`config.mk`:
```
export PLATFORM = sky130hd
export DESIGN_NAME = core
export DESIGN_NICKNAME = d
export VERILOG_FILES = /design/src/logic/core_ctrl_pkg.sv /design/src/logic/rv_isa_pkg.sv /design/src/logic/core.sv /design/src/logic/alu.sv /design/src/logic/reg_file.sv /design/src/logic/inst_decoder.sv
export SDC_FILE = /design/constraint.sdc
export NUM_CORES = 2
export LEC_CHECK = 0
export ABC_AREA = 1
export BUFFER_PORTS_ARGS = -buffer_cell sky130_fd_sc_hd__buf_2
export CORE_MARGIN = 2
export CORE_UTILIZATION = 35
export DETAILED_ROUTE_END_ITERATION = 8
export GPL_TIMING_DRIVEN = 1
export PLACE_DENSITY = 0.57
export SYNTH_ARGS = -nofsm -noshare
export SYNTH_HDL_FRONTEND = slang
export SYNTH_SLANG_ARGS = --single-unit
```
`constraint.sdc`:
```
create_clock -name clk -period 6.3 [get_ports clk]
set_clock_uncertainty 0.1 [all_clocks]
set_input_delay 0.315 -clock clk [delete_from_list [all_inputs] [get_ports clk]]
set_output_delay 0.315 -clock clk [all_outputs]
set_load 0.02 [all_outputs]
```
`src/logic/core_ctrl_pkg.sv`:
```
package core_ctrl_pkg;

    typedef enum logic [3:0] {
        alu_add,
        alu_sub,
        alu_and,
        alu_or,
        alu_xor,
        alu_sll,
        alu_srl,
        alu_sra,
        alu_slt,
        alu_sltu
    } alu_op_e;

    // br_none means the instruction is not a branch
    typedef enum logic [2:0] {
        br_none,
        br_eq,
        br_ne,
        br_lt,
        br_ge,
        br_ltu,
        br_geu
    } br_cond_e;

    typedef enum logic {op1_rs1, op1_pc} op1_sel_e;

    typedef enum logic {op2_rs2, op2_imm} op2_sel_e;

    typedef enum logic [1:0] {
        wb_alu,
        wb_mem,
        wb_pc_plus4 // link value for jal / jalr
    } wb_sel_e;

endpackage

```
`src/logic/rv_isa_pkg.sv`:
```
package rv_isa_pkg;

    localparam int xlen       = 32;
    localparam int reg_addr_w = 5;

    // major opcodes, inst[6:0]
    typedef enum logic [6:0] {
        op_load   = 7'b0000011,
        op_store  = 7'b0100011,
        op_reg    = 7'b0110011,
        op_imm    = 7'b0010011,
        op_branch = 7'b1100011,
        op_jal    = 7'b1101111,
        op_jalr   = 7'b1100111
    } opcode_e;

    // alu funct3
    localparam logic [2:0] f3_add_sub = 3'b000;
    localparam logic [2:0] f3_sll     = 3'b001;
    localparam logic [2:0] f3_slt     = 3'b010;
    localparam logic [2:0] f3_sltu    = 3'b011;
    localparam logic [2:0] f3_xor     = 3'b100;
    localparam logic [2:0] f3_srl_sra = 3'b101;
    localparam logic [2:0] f3_or      = 3'b110;
    localparam logic [2:0] f3_and     = 3'b111;

    // branch funct3
    localparam logic [2:0] f3_beq  = 3'b000;
    localparam logic [2:0] f3_bne  = 3'b001;
    localparam logic [2:0] f3_blt  = 3'b100;
    localparam logic [2:0] f3_bge  = 3'b101;
    localparam logic [2:0] f3_bltu = 3'b110;
    localparam logic [2:0] f3_bgeu = 3'b111;

    localparam logic [2:0] f3_word = 3'b010; // lw / sw
    localparam logic [2:0] f3_jalr = 3'b000;

    localparam logic [6:0] f7_alt = 7'b0100000; // sub, sra, srai

endpackage
```
`src/logic/core.sv`:
```
module core #(
    parameter logic [rv_isa_pkg::xlen-1:0] exit_addr = 8
) (
    input  logic                              clk,
    input  logic                              rst_n,
    output logic [rv_isa_pkg::xlen-1:0]       imem_addr_o,
    input  logic [rv_isa_pkg::xlen-1:0]       imem_inst_i,
    output logic [rv_isa_pkg::xlen-1:0]       dmem_addr_o,
    output logic                              dmem_wen_o,
    output logic [rv_isa_pkg::xlen-1:0]       dmem_wdata_o,
    input  logic [rv_isa_pkg::xlen-1:0]       dmem_rdata_i,
    output logic                              retire_o,
    output logic [rv_isa_pkg::xlen-1:0]       retire_pc_o,
    output logic                              rd_wen_o,
    output logic [rv_isa_pkg::reg_addr_w-1:0] rd_addr_o,
    output logic [rv_isa_pkg::xlen-1:0]       rd_data_o,
    output logic                              halt_o
);
    import rv_isa_pkg::*;
    import core_ctrl_pkg::*;

    logic [xlen-1:0]       pc_q, pc_next, pc_plus4;
    logic [reg_addr_w-1:0] rs1_addr, rs2_addr, rd_addr;
    logic [xlen-1:0]       rs1_data, rs2_data, imm;
    logic [xlen-1:0]       op1, op2, alu_result, wb_data;
    alu_op_e               alu_op;
    br_cond_e              br_cond;
    op1_sel_e              op1_sel;
    op2_sel_e              op2_sel;
    wb_sel_e               wb_sel;
    logic                  rf_wen, mem_wen, is_jal, is_jalr, branch_taken;
    logic                  halt;

    inst_decoder u_dec (
        .inst_i(imem_inst_i), .rs1_addr_o(rs1_addr), .rs2_addr_o(rs2_addr),
        .rd_addr_o(rd_addr), .imm_o(imm), .alu_op_o(alu_op), .br_cond_o(br_cond),
        .op1_sel_o(op1_sel), .op2_sel_o(op2_sel), .wb_sel_o(wb_sel), .rf_wen_o(rf_wen),
        .mem_wen_o(mem_wen), .is_jal_o(is_jal), .is_jalr_o(is_jalr)
    );

    reg_file u_rf (
        .clk(clk), .rst_n(rst_n), .rs1_addr_i(rs1_addr), .rs2_addr_i(rs2_addr),
        .rs1_data_o(rs1_data), .rs2_data_o(rs2_data), .wen_i(rd_wen_o),
        .rd_addr_i(rd_addr), .rd_data_i(wb_data)
    );

    alu u_alu (
        .op_i(alu_op), .cond_i(br_cond), .a_i(op1), .b_i(op2),
        .result_o(alu_result), .branch_taken_o(branch_taken)
    );

    assign halt     = (pc_q == exit_addr);
    assign pc_plus4 = pc_q + 32'd4;
    assign op1      = (op1_sel == op1_pc) ? pc_q : rs1_data;
    assign op2      = (op2_sel == op2_imm) ? imm : rs2_data;

    always_comb begin
        if (is_jal)            pc_next = alu_result;
        else if (is_jalr)      pc_next = {alu_result[xlen-1:1], 1'b0};
        else if (branch_taken) pc_next = pc_q + imm;
        else                   pc_next = pc_plus4;
    end

    always_comb begin
        case (wb_sel)
            wb_mem:      wb_data = dmem_rdata_i;
            wb_pc_plus4: wb_data = pc_plus4; // link
            default:     wb_data = alu_result;
        endcase
    end

    always_ff @(posedge clk) begin
        if (!rst_n) pc_q <= '0;
        else if (!halt) pc_q <= pc_next; // frozen at exit_addr
    end

    assign imem_addr_o  = pc_q;
    assign dmem_addr_o  = alu_result;
    assign dmem_wdata_o = rs2_data;
    assign dmem_wen_o   = mem_wen && !halt;
    assign retire_o     = !halt;
    assign retire_pc_o  = pc_q;
    assign rd_wen_o     = rf_wen && !halt;
    assign rd_addr_o    = rd_addr;
    assign rd_data_o    = wb_data;
    assign halt_o       = halt;

    halt_sticky: assert property (@(posedge clk) disable iff (!rst_n) halt_o |=> halt_o);
    pc_aligned: assert property (@(posedge clk) disable iff (!rst_n) pc_q[1:0] == 2'b00);

endmodule

```
`src/logic/alu.sv`:
```
module alu (
    input  core_ctrl_pkg::alu_op_e      op_i,
    input  core_ctrl_pkg::br_cond_e     cond_i,
    input  logic [rv_isa_pkg::xlen-1:0] a_i,
    input  logic [rv_isa_pkg::xlen-1:0] b_i,
    output logic [rv_isa_pkg::xlen-1:0] result_o,
    output logic                        branch_taken_o
);
    import core_ctrl_pkg::*;

    logic       lt_s;
    logic       lt_u;
    logic       eq;
    logic [4:0] shamt;

    assign lt_s  = $signed(a_i) < $signed(b_i);
    assign lt_u  = a_i < b_i;
    assign eq    = (a_i == b_i);
    assign shamt = b_i[4:0]; // upper bits ignored

    always_comb begin
        case (op_i)
            alu_add:  result_o = a_i + b_i;
            alu_sub:  result_o = a_i - b_i;
            alu_and:  result_o = a_i & b_i;
            alu_or:   result_o = a_i | b_i;
            alu_xor:  result_o = a_i ^ b_i;
            alu_sll:  result_o = a_i << shamt;
            alu_srl:  result_o = a_i >> shamt;
            alu_sra:  result_o = $unsigned($signed(a_i) >>> shamt);
            alu_slt:  result_o = {31'b0, lt_s};
            alu_sltu: result_o = {31'b0, lt_u};
            default:  result_o = '0;
        endcase
    end

    always_comb begin
        case (cond_i)
            br_eq:   branch_taken_o = eq;
            br_ne:   branch_taken_o = !eq;
            br_lt:   branch_taken_o = lt_s;
            br_ge:   branch_taken_o = !lt_s; // equal counts as taken
            br_ltu:  branch_taken_o = lt_u;
            br_geu:  branch_taken_o = !lt_u;
            default: branch_taken_o = 1'b0;
        endcase
    end

endmodule

```
`src/logic/reg_file.sv`:
```
module reg_file (
    input  logic                              clk,
    input  logic                              rst_n,
    input  logic [rv_isa_pkg::reg_addr_w-1:0] rs1_addr_i,
    input  logic [rv_isa_pkg::reg_addr_w-1:0] rs2_addr_i,
    output logic [rv_isa_pkg::xlen-1:0]       rs1_data_o,
    output logic [rv_isa_pkg::xlen-1:0]       rs2_data_o,
    input  logic                              wen_i,
    input  logic [rv_isa_pkg::reg_addr_w-1:0] rd_addr_i,
    input  logic [rv_isa_pkg::xlen-1:0]       rd_data_i
);
    import rv_isa_pkg::*;

    localparam int num_regs = 2 ** reg_addr_w;

    logic [xlen-1:0] regs [num_regs];

    // x0 is cleared by reset and never written, so it reads zero
    assign rs1_data_o = regs[rs1_addr_i];
    assign rs2_data_o = regs[rs2_addr_i];

    always_ff @(posedge clk) begin
        if (!rst_n) begin
            for (int i = 0; i < num_regs; i++) begin
                regs[i] <= '0;
            end
        end else if (wen_i && rd_addr_i != '0) begin
            regs[rd_addr_i] <= rd_data_i;
        end
    end

    x0_stays_zero: assert property (
        @(posedge clk) disable iff (!rst_n) regs[0] == '0
    );

endmodule

```
`src/logic/inst_decoder.sv`:
```
module inst_decoder (
    input  logic [rv_isa_pkg::xlen-1:0]       inst_i,
    output logic [rv_isa_pkg::reg_addr_w-1:0] rs1_addr_o,
    output logic [rv_isa_pkg::reg_addr_w-1:0] rs2_addr_o,
    output logic [rv_isa_pkg::reg_addr_w-1:0] rd_addr_o,
    output logic [rv_isa_pkg::xlen-1:0]       imm_o,
    output core_ctrl_pkg::alu_op_e            alu_op_o,
    output core_ctrl_pkg::br_cond_e           br_cond_o,
    output core_ctrl_pkg::op1_sel_e           op1_sel_o,
    output core_ctrl_pkg::op2_sel_e           op2_sel_o,
    output core_ctrl_pkg::wb_sel_e            wb_sel_o,
    output logic                              rf_wen_o,
    output logic                              mem_wen_o,
    output logic                              is_jal_o,
    output logic                              is_jalr_o
);
    import rv_isa_pkg::*;
    import core_ctrl_pkg::*;

    opcode_e    opcode;
    logic [2:0] funct3;
    logic [6:0] funct7;
    logic       f7_zero;
    logic       f7_is_alt;
    logic       is_shift;
    logic       reg_ok;
    logic       imm_ok;

    function automatic alu_op_e arith_op(input logic [2:0] f3, input logic alt);
        case (f3)
            f3_add_sub: arith_op = alt ? alu_sub : alu_add;
            f3_sll:     arith_op = alu_sll;
            f3_slt:     arith_op = alu_slt;
            f3_sltu:    arith_op = alu_sltu;
            f3_xor:     arith_op = alu_xor;
            f3_srl_sra: arith_op = alt ? alu_sra : alu_srl;
            f3_or:      arith_op = alu_or;
            default:    arith_op = alu_and;
        endcase
    endfunction

    assign opcode     = opcode_e'(inst_i[6:0]);
    assign funct3     = inst_i[14:12];
    assign funct7     = inst_i[31:25];
    assign rs1_addr_o = inst_i[19:15];
    assign rs2_addr_o = inst_i[24:20];
    assign rd_addr_o  = inst_i[11:7];

    assign f7_zero   = (funct7 == 7'b0);
    assign f7_is_alt = (funct7 == f7_alt);
    assign is_shift  = (funct3 == f3_sll) || (funct3 == f3_srl_sra);
    // only add/sub and srl/sra take the alt funct7
    assign reg_ok = f7_zero || (f7_is_alt && (funct3 == f3_add_sub || funct3 == f3_srl_sra));
    assign imm_ok = !is_shift || f7_zero || (f7_is_alt && funct3 == f3_srl_sra);

    always_comb begin
        case (opcode)
            op_imm, op_load, op_jalr: imm_o = {{20{inst_i[31]}}, inst_i[31:20]};
            op_store:  imm_o = {{20{inst_i[31]}}, inst_i[31:25], inst_i[11:7]};
            op_branch: imm_o = {{20{inst_i[31]}}, inst_i[7], inst_i[30:25], inst_i[11:8], 1'b0};
            op_jal:    imm_o = {{12{inst_i[31]}}, inst_i[19:12], inst_i[20], inst_i[30:21], 1'b0};
            default:   imm_o = '0;
        endcase
    end

    always_comb begin
        // no-op control word unless a known instruction overrides it
        alu_op_o  = alu_add;
        br_cond_o = br_none;
        op1_sel_o = op1_rs1;
        op2_sel_o = op2_rs2;
        wb_sel_o  = wb_alu;
        rf_wen_o  = 1'b0;
        mem_wen_o = 1'b0;
        is_jal_o  = 1'b0;
        is_jalr_o = 1'b0;
        case (opcode)
            op_load: if (funct3 == f3_word) begin
                op2_sel_o = op2_imm;
                wb_sel_o  = wb_mem;
                rf_wen_o  = 1'b1;
            end
            op_store: if (funct3 == f3_word) begin
                op2_sel_o = op2_imm;
                mem_wen_o = 1'b1;
            end
            op_reg: if (reg_ok) begin
                alu_op_o = arith_op(funct3, f7_is_alt);
                rf_wen_o = 1'b1;
            end
            op_imm: if (imm_ok) begin
                alu_op_o  = arith_op(funct3, f7_is_alt && funct3 == f3_srl_sra);
                op2_sel_o = op2_imm;
                rf_wen_o  = 1'b1;
            end
            op_branch: begin
                case (funct3)
                    f3_beq:  br_cond_o = br_eq;
                    f3_bne:  br_cond_o = br_ne;
                    f3_blt:  br_cond_o = br_lt;
                    f3_bge:  br_cond_o = br_ge;
                    f3_bltu: br_cond_o = br_ltu;
                    f3_bgeu: br_cond_o = br_geu;
                    default: br_cond_o = br_none; // 010/011 undefined
                endcase
            end
            op_jal: begin
                op1_sel_o = op1_pc;
                op2_sel_o = op2_imm;
                wb_sel_o  = wb_pc_plus4;
                rf_wen_o  = 1'b1;
                is_jal_o  = 1'b1;
            end
            op_jalr: if (funct3 == f3_jalr) begin
                op2_sel_o = op2_imm;
                wb_sel_o  = wb_pc_plus4;
                rf_wen_o  = 1'b1;
                is_jalr_o = 1'b1;
            end
            default: ;
        endcase
    end

endmodule

```
After elaboration in Yosys (flattened, before gate mapping)
Memory sizes are Yosys's and may differ from the RTL's.
Cells that the tools add are included.
{"block": "op_classes", "add_sub_neg": 4, "magnitude_cmp": 2, "eq_ne": 34, "n_shift": 3, "muxes": 39, "bitwise": 3, "n_reduce_logical": 22}
{"op": "one-hot mux 32 bit (10 select lines)", "n": 1}
{"op": "2-to-1 mux 32 bit", "n": 6}
{"op": "one-hot mux 32 bit (4 select lines)", "n": 1}
{"op": "adder 32 bit", "n": 2}
{"op": "< comparator 32 bit", "n": 2}
{"op": "one-hot mux 32 bit (2 select lines)", "n": 1}
{"op": "one-hot mux 4 bit (7 select lines)", "n": 2}
{"op": "adder 32 x 3 -> 32 bit (second input constant)", "n": 1}
{"op": "AND 32 bit", "n": 1}
{"op": "== test 32 bit", "n": 1}
{"op": "== test 32 x 4 -> 1 bit (second input constant)", "n": 1}
{"op": "bitwise OR 32 bit", "n": 1}
{"op": "OR reduction 32 bit", "n": 1}
{"op": "<< shifter 32 x 5 -> 32 bit", "n": 1}
{"op": ">> shifter 32 x 5 -> 32 bit", "n": 1}
{"op": ">>> shifter 32 x 5 -> 32 bit", "n": 1}
{"op": "subtractor 32 bit", "n": 1}
{"op": "XOR 32 bit", "n": 1}
{"op": "== test 3 bit (second input constant)", "n": 7}
{"op": "== test 7 x 6 -> 1 bit (second input constant)", "n": 3}
{"op": "== test 7 bit (second input constant)", "n": 3}
{"op": "one-hot mux 3 bit (6 select lines)", "n": 1}
{"op": "2-to-1 mux 1 bit", "n": 17}
{"op": "== test 4 x 3 -> 1 bit (second input constant)", "n": 4}
{"op": "other kinds (27)", "n": 46}
{"block": "word_totals", "register_bits": 32, "ram_bits": 1024, "input_bits": 66, "output_inout_bits": 169, "elab_cells": 109, "mem_count": 1}
{"memory": "u_rf.regs", "words": 32, "word_bits": 32, "read_ports": 2, "rd_clocked_by_memory_dff": 0, "write_ports": 32, "line_no": "reg_file.sv:16", "text": "logic [xlen-1:0] regs [num_regs];"}

Depth between registers and ports, before layout
{"block": "logic_depth", "ltp_word": 14, "depth_mapped": 42, "ltp_nobuf": 35}

By module
Synthesis repeated with hierarchy kept, for this count alone.
{"block": "unflattened", "cells_unflattened": 10551, "hier_area_um2": 73952.2}
{"module": "reg_file", "instances": 1, "cells_each": 7191, "area_per_inst_um2": 56651.8, "seq_area_each_um2": 30749.5}
{"module": "alu", "instances": 1, "cells_each": 1984, "area_per_inst_um2": 9902.0, "seq_area_each_um2": 0.0}
{"module": "core", "instances": 1, "cells_each": 1203, "area_per_inst_um2": 6467.5, "seq_area_each_um2": 640.6}
{"module": "inst_decoder", "instances": 1, "cells_each": 173, "area_per_inst_um2": 930.9, "seq_area_each_um2": 0.0}

Least setup slack after synthesis
No wires, ideal clock.
{"block": "synth_timing", "path_type": "input port to output port", "startpoint": "input port imem_inst_i[20] (netlist name)", "endpoint": "output port rd_data_o[0] (netlist name)", "arrival_time_ns": 5.118, "t_required_ns": 5.885, "setup_slack_ns": 0.767, "path_stages": 31, "path_buffers": 10, "path_cell_list": "buf_4 inv_2 buf_6 buf_6 buf_4 buf_2 buf_2 clkbuf_1 clkbuf_1 nor2_1 o221ai_1 a31oi_1 a32oi_1 nand2_1 nand2_1 inv_1 ha_1 clkbuf_1 nand2_1 nor2_1 nand2_1 nor2_1 nand2_1 nand2_2 xor2_2 nor2_1 nor2_1 nand3_1 o21ai_2 buf_4 inv_1"}
{"block": "synth_between", "elab_chain_cells": 5, "word_cells_on_any_way": 15, "classes_between": "add/sub (2); order compare (2); shift (3); mux (4); bitwise (3); memory (1)"}
{"item": "start, declared", "line_no": "core.sv:7", "text": "input logic [rv_isa_pkg::xlen-1:0] imem_inst_i,"}
{"item": "memory (32 x 32 bit) *"}
{"item": "named net dmem_wdata_o (one bit)", "line_no": "core.sv:10", "text": "output logic [rv_isa_pkg::xlen-1:0] dmem_wdata_o,"}
{"item": "2-to-1 mux 32 bit *", "line_no": "core.sv:55", "text": "assign op2 = (op2_sel == op2_imm) ? imm : rs2_data;"}
{"item": "< comparator 32 bit (on tied branches)", "line_no": "alu.sv:17, alu.sv:16"}
{"item": "one-hot mux 32 bit (10 select lines) *", "line_no": "alu.sv:22", "text": "case (op_i)"}
{"item": "named net dmem_addr_o (one bit)", "line_no": "core.sv:8", "text": "output logic [rv_isa_pkg::xlen-1:0] dmem_addr_o,"}
{"item": "one-hot mux 32 bit (2 select lines) *", "line_no": "core.sv:65", "text": "case (wb_sel)"}
{"item": "end, declared", "line_no": "core.sv:16", "text": "output logic [rv_isa_pkg::xlen-1:0] rd_data_o,"}
The timed path passes the listed nets; every way through them passes the cells marked *.

Worst setup path in the final report
{"block": "layout_timing", "startpoint": "input port imem_inst_i[20] (netlist name)", "endpoint": "output port rd_data_o[22] (netlist name)"}
{"block": "layout_between", "elab_chain_cells": 5, "word_cells_on_any_way": 13, "classes_between": "add/sub (2); shift (3); mux (4); bitwise (3); memory (1)"}
{"item": "memory (32 x 32 bit) or one-hot mux 32 bit (4 select lines) (tied branches)"}
{"item": "2-to-1 mux 32 bit *", "line_no": "core.sv:55"}
{"item": "subtractor 32 bit, or another cell as far along", "line_no": "alu.sv:24", "text": "alu_sub: result_o = a_i - b_i;"}
{"item": "one-hot mux 32 bit (10 select lines) *", "line_no": "alu.sv:22"}
{"item": "one-hot mux 32 bit (2 select lines) *", "line_no": "core.sv:65"}
Every way passes the cells marked *; elsewhere a longest branch is shown, timed or not.

==> flow_summary.toml <==
[synthesis]
syn_area_mm2 = 0.0703
synth_most_common_cell = "nand2_1"
async_reset_ff_frac = 0
synth_commonest_cells = "nand2_1, nor2_1, nand3_1"
synth_enable_flop_cells = 1024
postSynthCellCount = 9307
synth.area.top_cells = "edfxtp_1, nand3_1, nand2_1"
yosys.area.top_type = "edfxtp_1"
ys.flop_type = "edfxtp_1"
synthDistinctLibCells = 64
synth_top_area_share = 0.437
avgSynthCellArea_um2 = 7.55
ys_ff_latch = 1056
ys_warn_count = 0
ys_seq_area_frac = 0.446

[clock_network]
cts_buffers = 118
cts_root_buffer = "clkbuf_16"
clock_latency_ns = 0.83
htreeDepth = 3
cts_buffer_depth = 3
cts_hold_buf = 0
tritoncts = "done"
clk_pin_slew_worst_paths_ns = 0.06
cts_sinks = 1056

[floorplan]
die_w_um = 452
core_area_mm2 = 0.200
die_height_um = 452
ios = 235
rows = 164
die_area_mm2 = 0.204
initial_utilization = 0.352

[cells_and_area]
fill_cells = 20174
area_growth_syn_to_layout_pct = 17.0
nNetsFinal = 9800
multi_input_area_mm2 = 0.0340
drive_gt1_frac = 0.140
seqCellArea_mm2 = 0.0314
final_cells = 12360

[worst_hold_path]
hold_path_class = "primary input to flop"
min_from = "dmem_rdata_i[0]"

[detailed_routing]
vias = 75984
drc = 0
wl_mm = 370
drt.antenna.violating_nets = 0
avgRoutedWirePerCell_um = 29.9
drt-initial-drc-count = 13396
viasPerCell = 6.15
first_pass_iters = 7

[power]
seq_power_share = 0.349
design_power_total_mw = 23.3
p_clk_frac = 0.290
p_leak_nw = 33.7
vdd_ir_drop_max_mv = 0.257
p_sw_mw = 8.93
swShare = 0.383
power.density_mw_per_mm2 = 283
p_comb_frac = 0.362
power.internal_mw = 14.4

[global_route]
grt_overflow = 0
grt_usage = 0.348
grt_pass1_vias = 69569
met3_usage = 0.0945
grt_pass1_wl_mm = 514
busiest_layer = "met2"
antenna_found_initial = 17
grt_use_met1 = 0.473
grt_util_met2 = 0.491
grt_max_degree = 107

[worst_setup_path]
required_ns = 5.88
startpoint = "imem_inst_i[20]"
cp.arrival_ns = 5.78
crit_type = "primary input to primary output"
r2r-start = "u_rf.regs[26][18]"
slowest_delay_ns = 0.60
end_kind = "primary output"
cp_slowest_cell = "o211ai_1"
path_max_fanout = 36
cpMostUsedCell = "nand2_1"
cp-start-kind = "primary input"

[sta]
finalMaxSlewViolations = 0
rsz0062_at_grt = "yes"
tightestPinTransition_ns = 1.12
slew_headroom = 0.249
fmax_mhz = 162
period_share = 0.983
finalSetupViolCount = 0
hold_viol = 0
min_period_ns = 6.19

[status]
status = "complete, no violations"

[placed_design]
dp_cells = 12121
gp_congestion = 1.05
port_buffers = 234
hpwl_mm = 241

[job]
max_cap_viol_count = 0
## stage by stage
stage	instance area (um2)	worst slack, ns	setup TNS [ns]	utilization	hold slack [ns]
finish	82300	0.108	0	0.412	0.141
global route	82200	-0.0520	-0.133	0.412	0.128
CTS	81900	0.00275	0	0.410	0.0754
detailed placement	78100	-1.05	-160.06	0.391	0.541
global placement	78100	-1.03	-145.36	0.391	0.541
floorplan	70400	0.767	0	-	0.536
## worst paths after layout
path,cells past startpoint,endpoint,slack [ns]
worst max-delay path,31,rd_data_o[22],0.11
worst min-delay path,6,u_rf.regs[11][0],0.14
worst max register to register,25,u_rf.regs[26][28],0.80
worst min register to register,3,imem_addr_o[2],0.56
## logic make-up after synthesis
family                     share of synthesized area
DFF                                            0.446
and+or+nand+nor                                0.326
other                                      0.0000533
buffers and inverters                         0.0783
adders and majority gates                     0.0249
xor gates and xnor gates                     0.00895
AOI/OAI and AO/OA                              0.115
muxes                                       0.000160
## cells in the final DEF, fill, tap and decap left out, types with 13 or more instances in the layout
cell type  netlist  routed
inv_1          379     373
ha_1           135     130
buf_12           0     137
dfxtp_1         32      32
clkbuf_16        0     119
o22ai_1         90      90
nor2_2          28      38
clkbuf_1       373      25
nand2_2         14      88
o21ai_0        673     655
clkinv_2         0      28
buf_2          223     226
nor2_1        1685    1673
nand2_1       2023    1947
o211ai_1        53      53
edfxtp_1      1024    1024
a21oi_2          6      17
nor3_1          50      50
nor4_1          24      24
a211oi_1        20      18
nand3_1       1541    1532
conb_1           1      32
buf_4          112     544
or2_2           13      13
xor2_1          61      61
nand3_2          8      16
nand4_1         54      54
o221ai_1       137     137
clkinv_1         8      34
a21oi_1        261     250
a31oi_1         21      20
inv_2           34      34
o21ai_1         38      47
## power groups by stage
| stage | Clock [mW] | Combinational, mW | Sequential (mW) |
|---|---|---|---|
| 3_3_place_gp | 0 | 8.07 | 8.24 |
| 2_1_floorplan | 0 | 4.14 | 8.21 |
| 3_5_place_dp | 0 | 8.08 | 8.25 |
| 6_report | 6.74 | 8.42 | 8.11 |
| 5_1_grt | 7.03 | 8.79 | 8.13 |
| 4_1_cts | 6.76 | 8.14 | 8.10 |
## final cells by class
type,instances,area share
repair buffers,920,0.0996
well taps,2656,0.0404
flip-flops and latches,1056,0.382
diodes,9,0.000274
inverters,423,0.0202
clock inverters,75,0.00707
multi-input cells,7077,0.413
clock buffers,144,0.0373
## flip-flops by register name (all words and copies together) (netlist names)
name / count
imem_addr_o: 32
u_rf.regs: 1024
## critical path: cells and delay by family
family	cells	cell delay [ns]
compound gates	10	2.06
fa+ha+maj	1	0.40
buf+inv	10	1.65
simple gates	10	1.26
## repair_timing
action	in CTS	in global routing
endpoints found under the setup margin	53	35
setup buffers	4	5
gates cloned	2	0
pin swaps	5	10
gates resized for setup	22	81
## routing by layer
layer	share of wire	vias up
met5	0.000073	-
met4	0.072	6
met3	0.14	1298
met2	0.40	6175
met1	0.38	36154
li1	-	32351
Note: power is estimated with default switching activity, not from simulation.
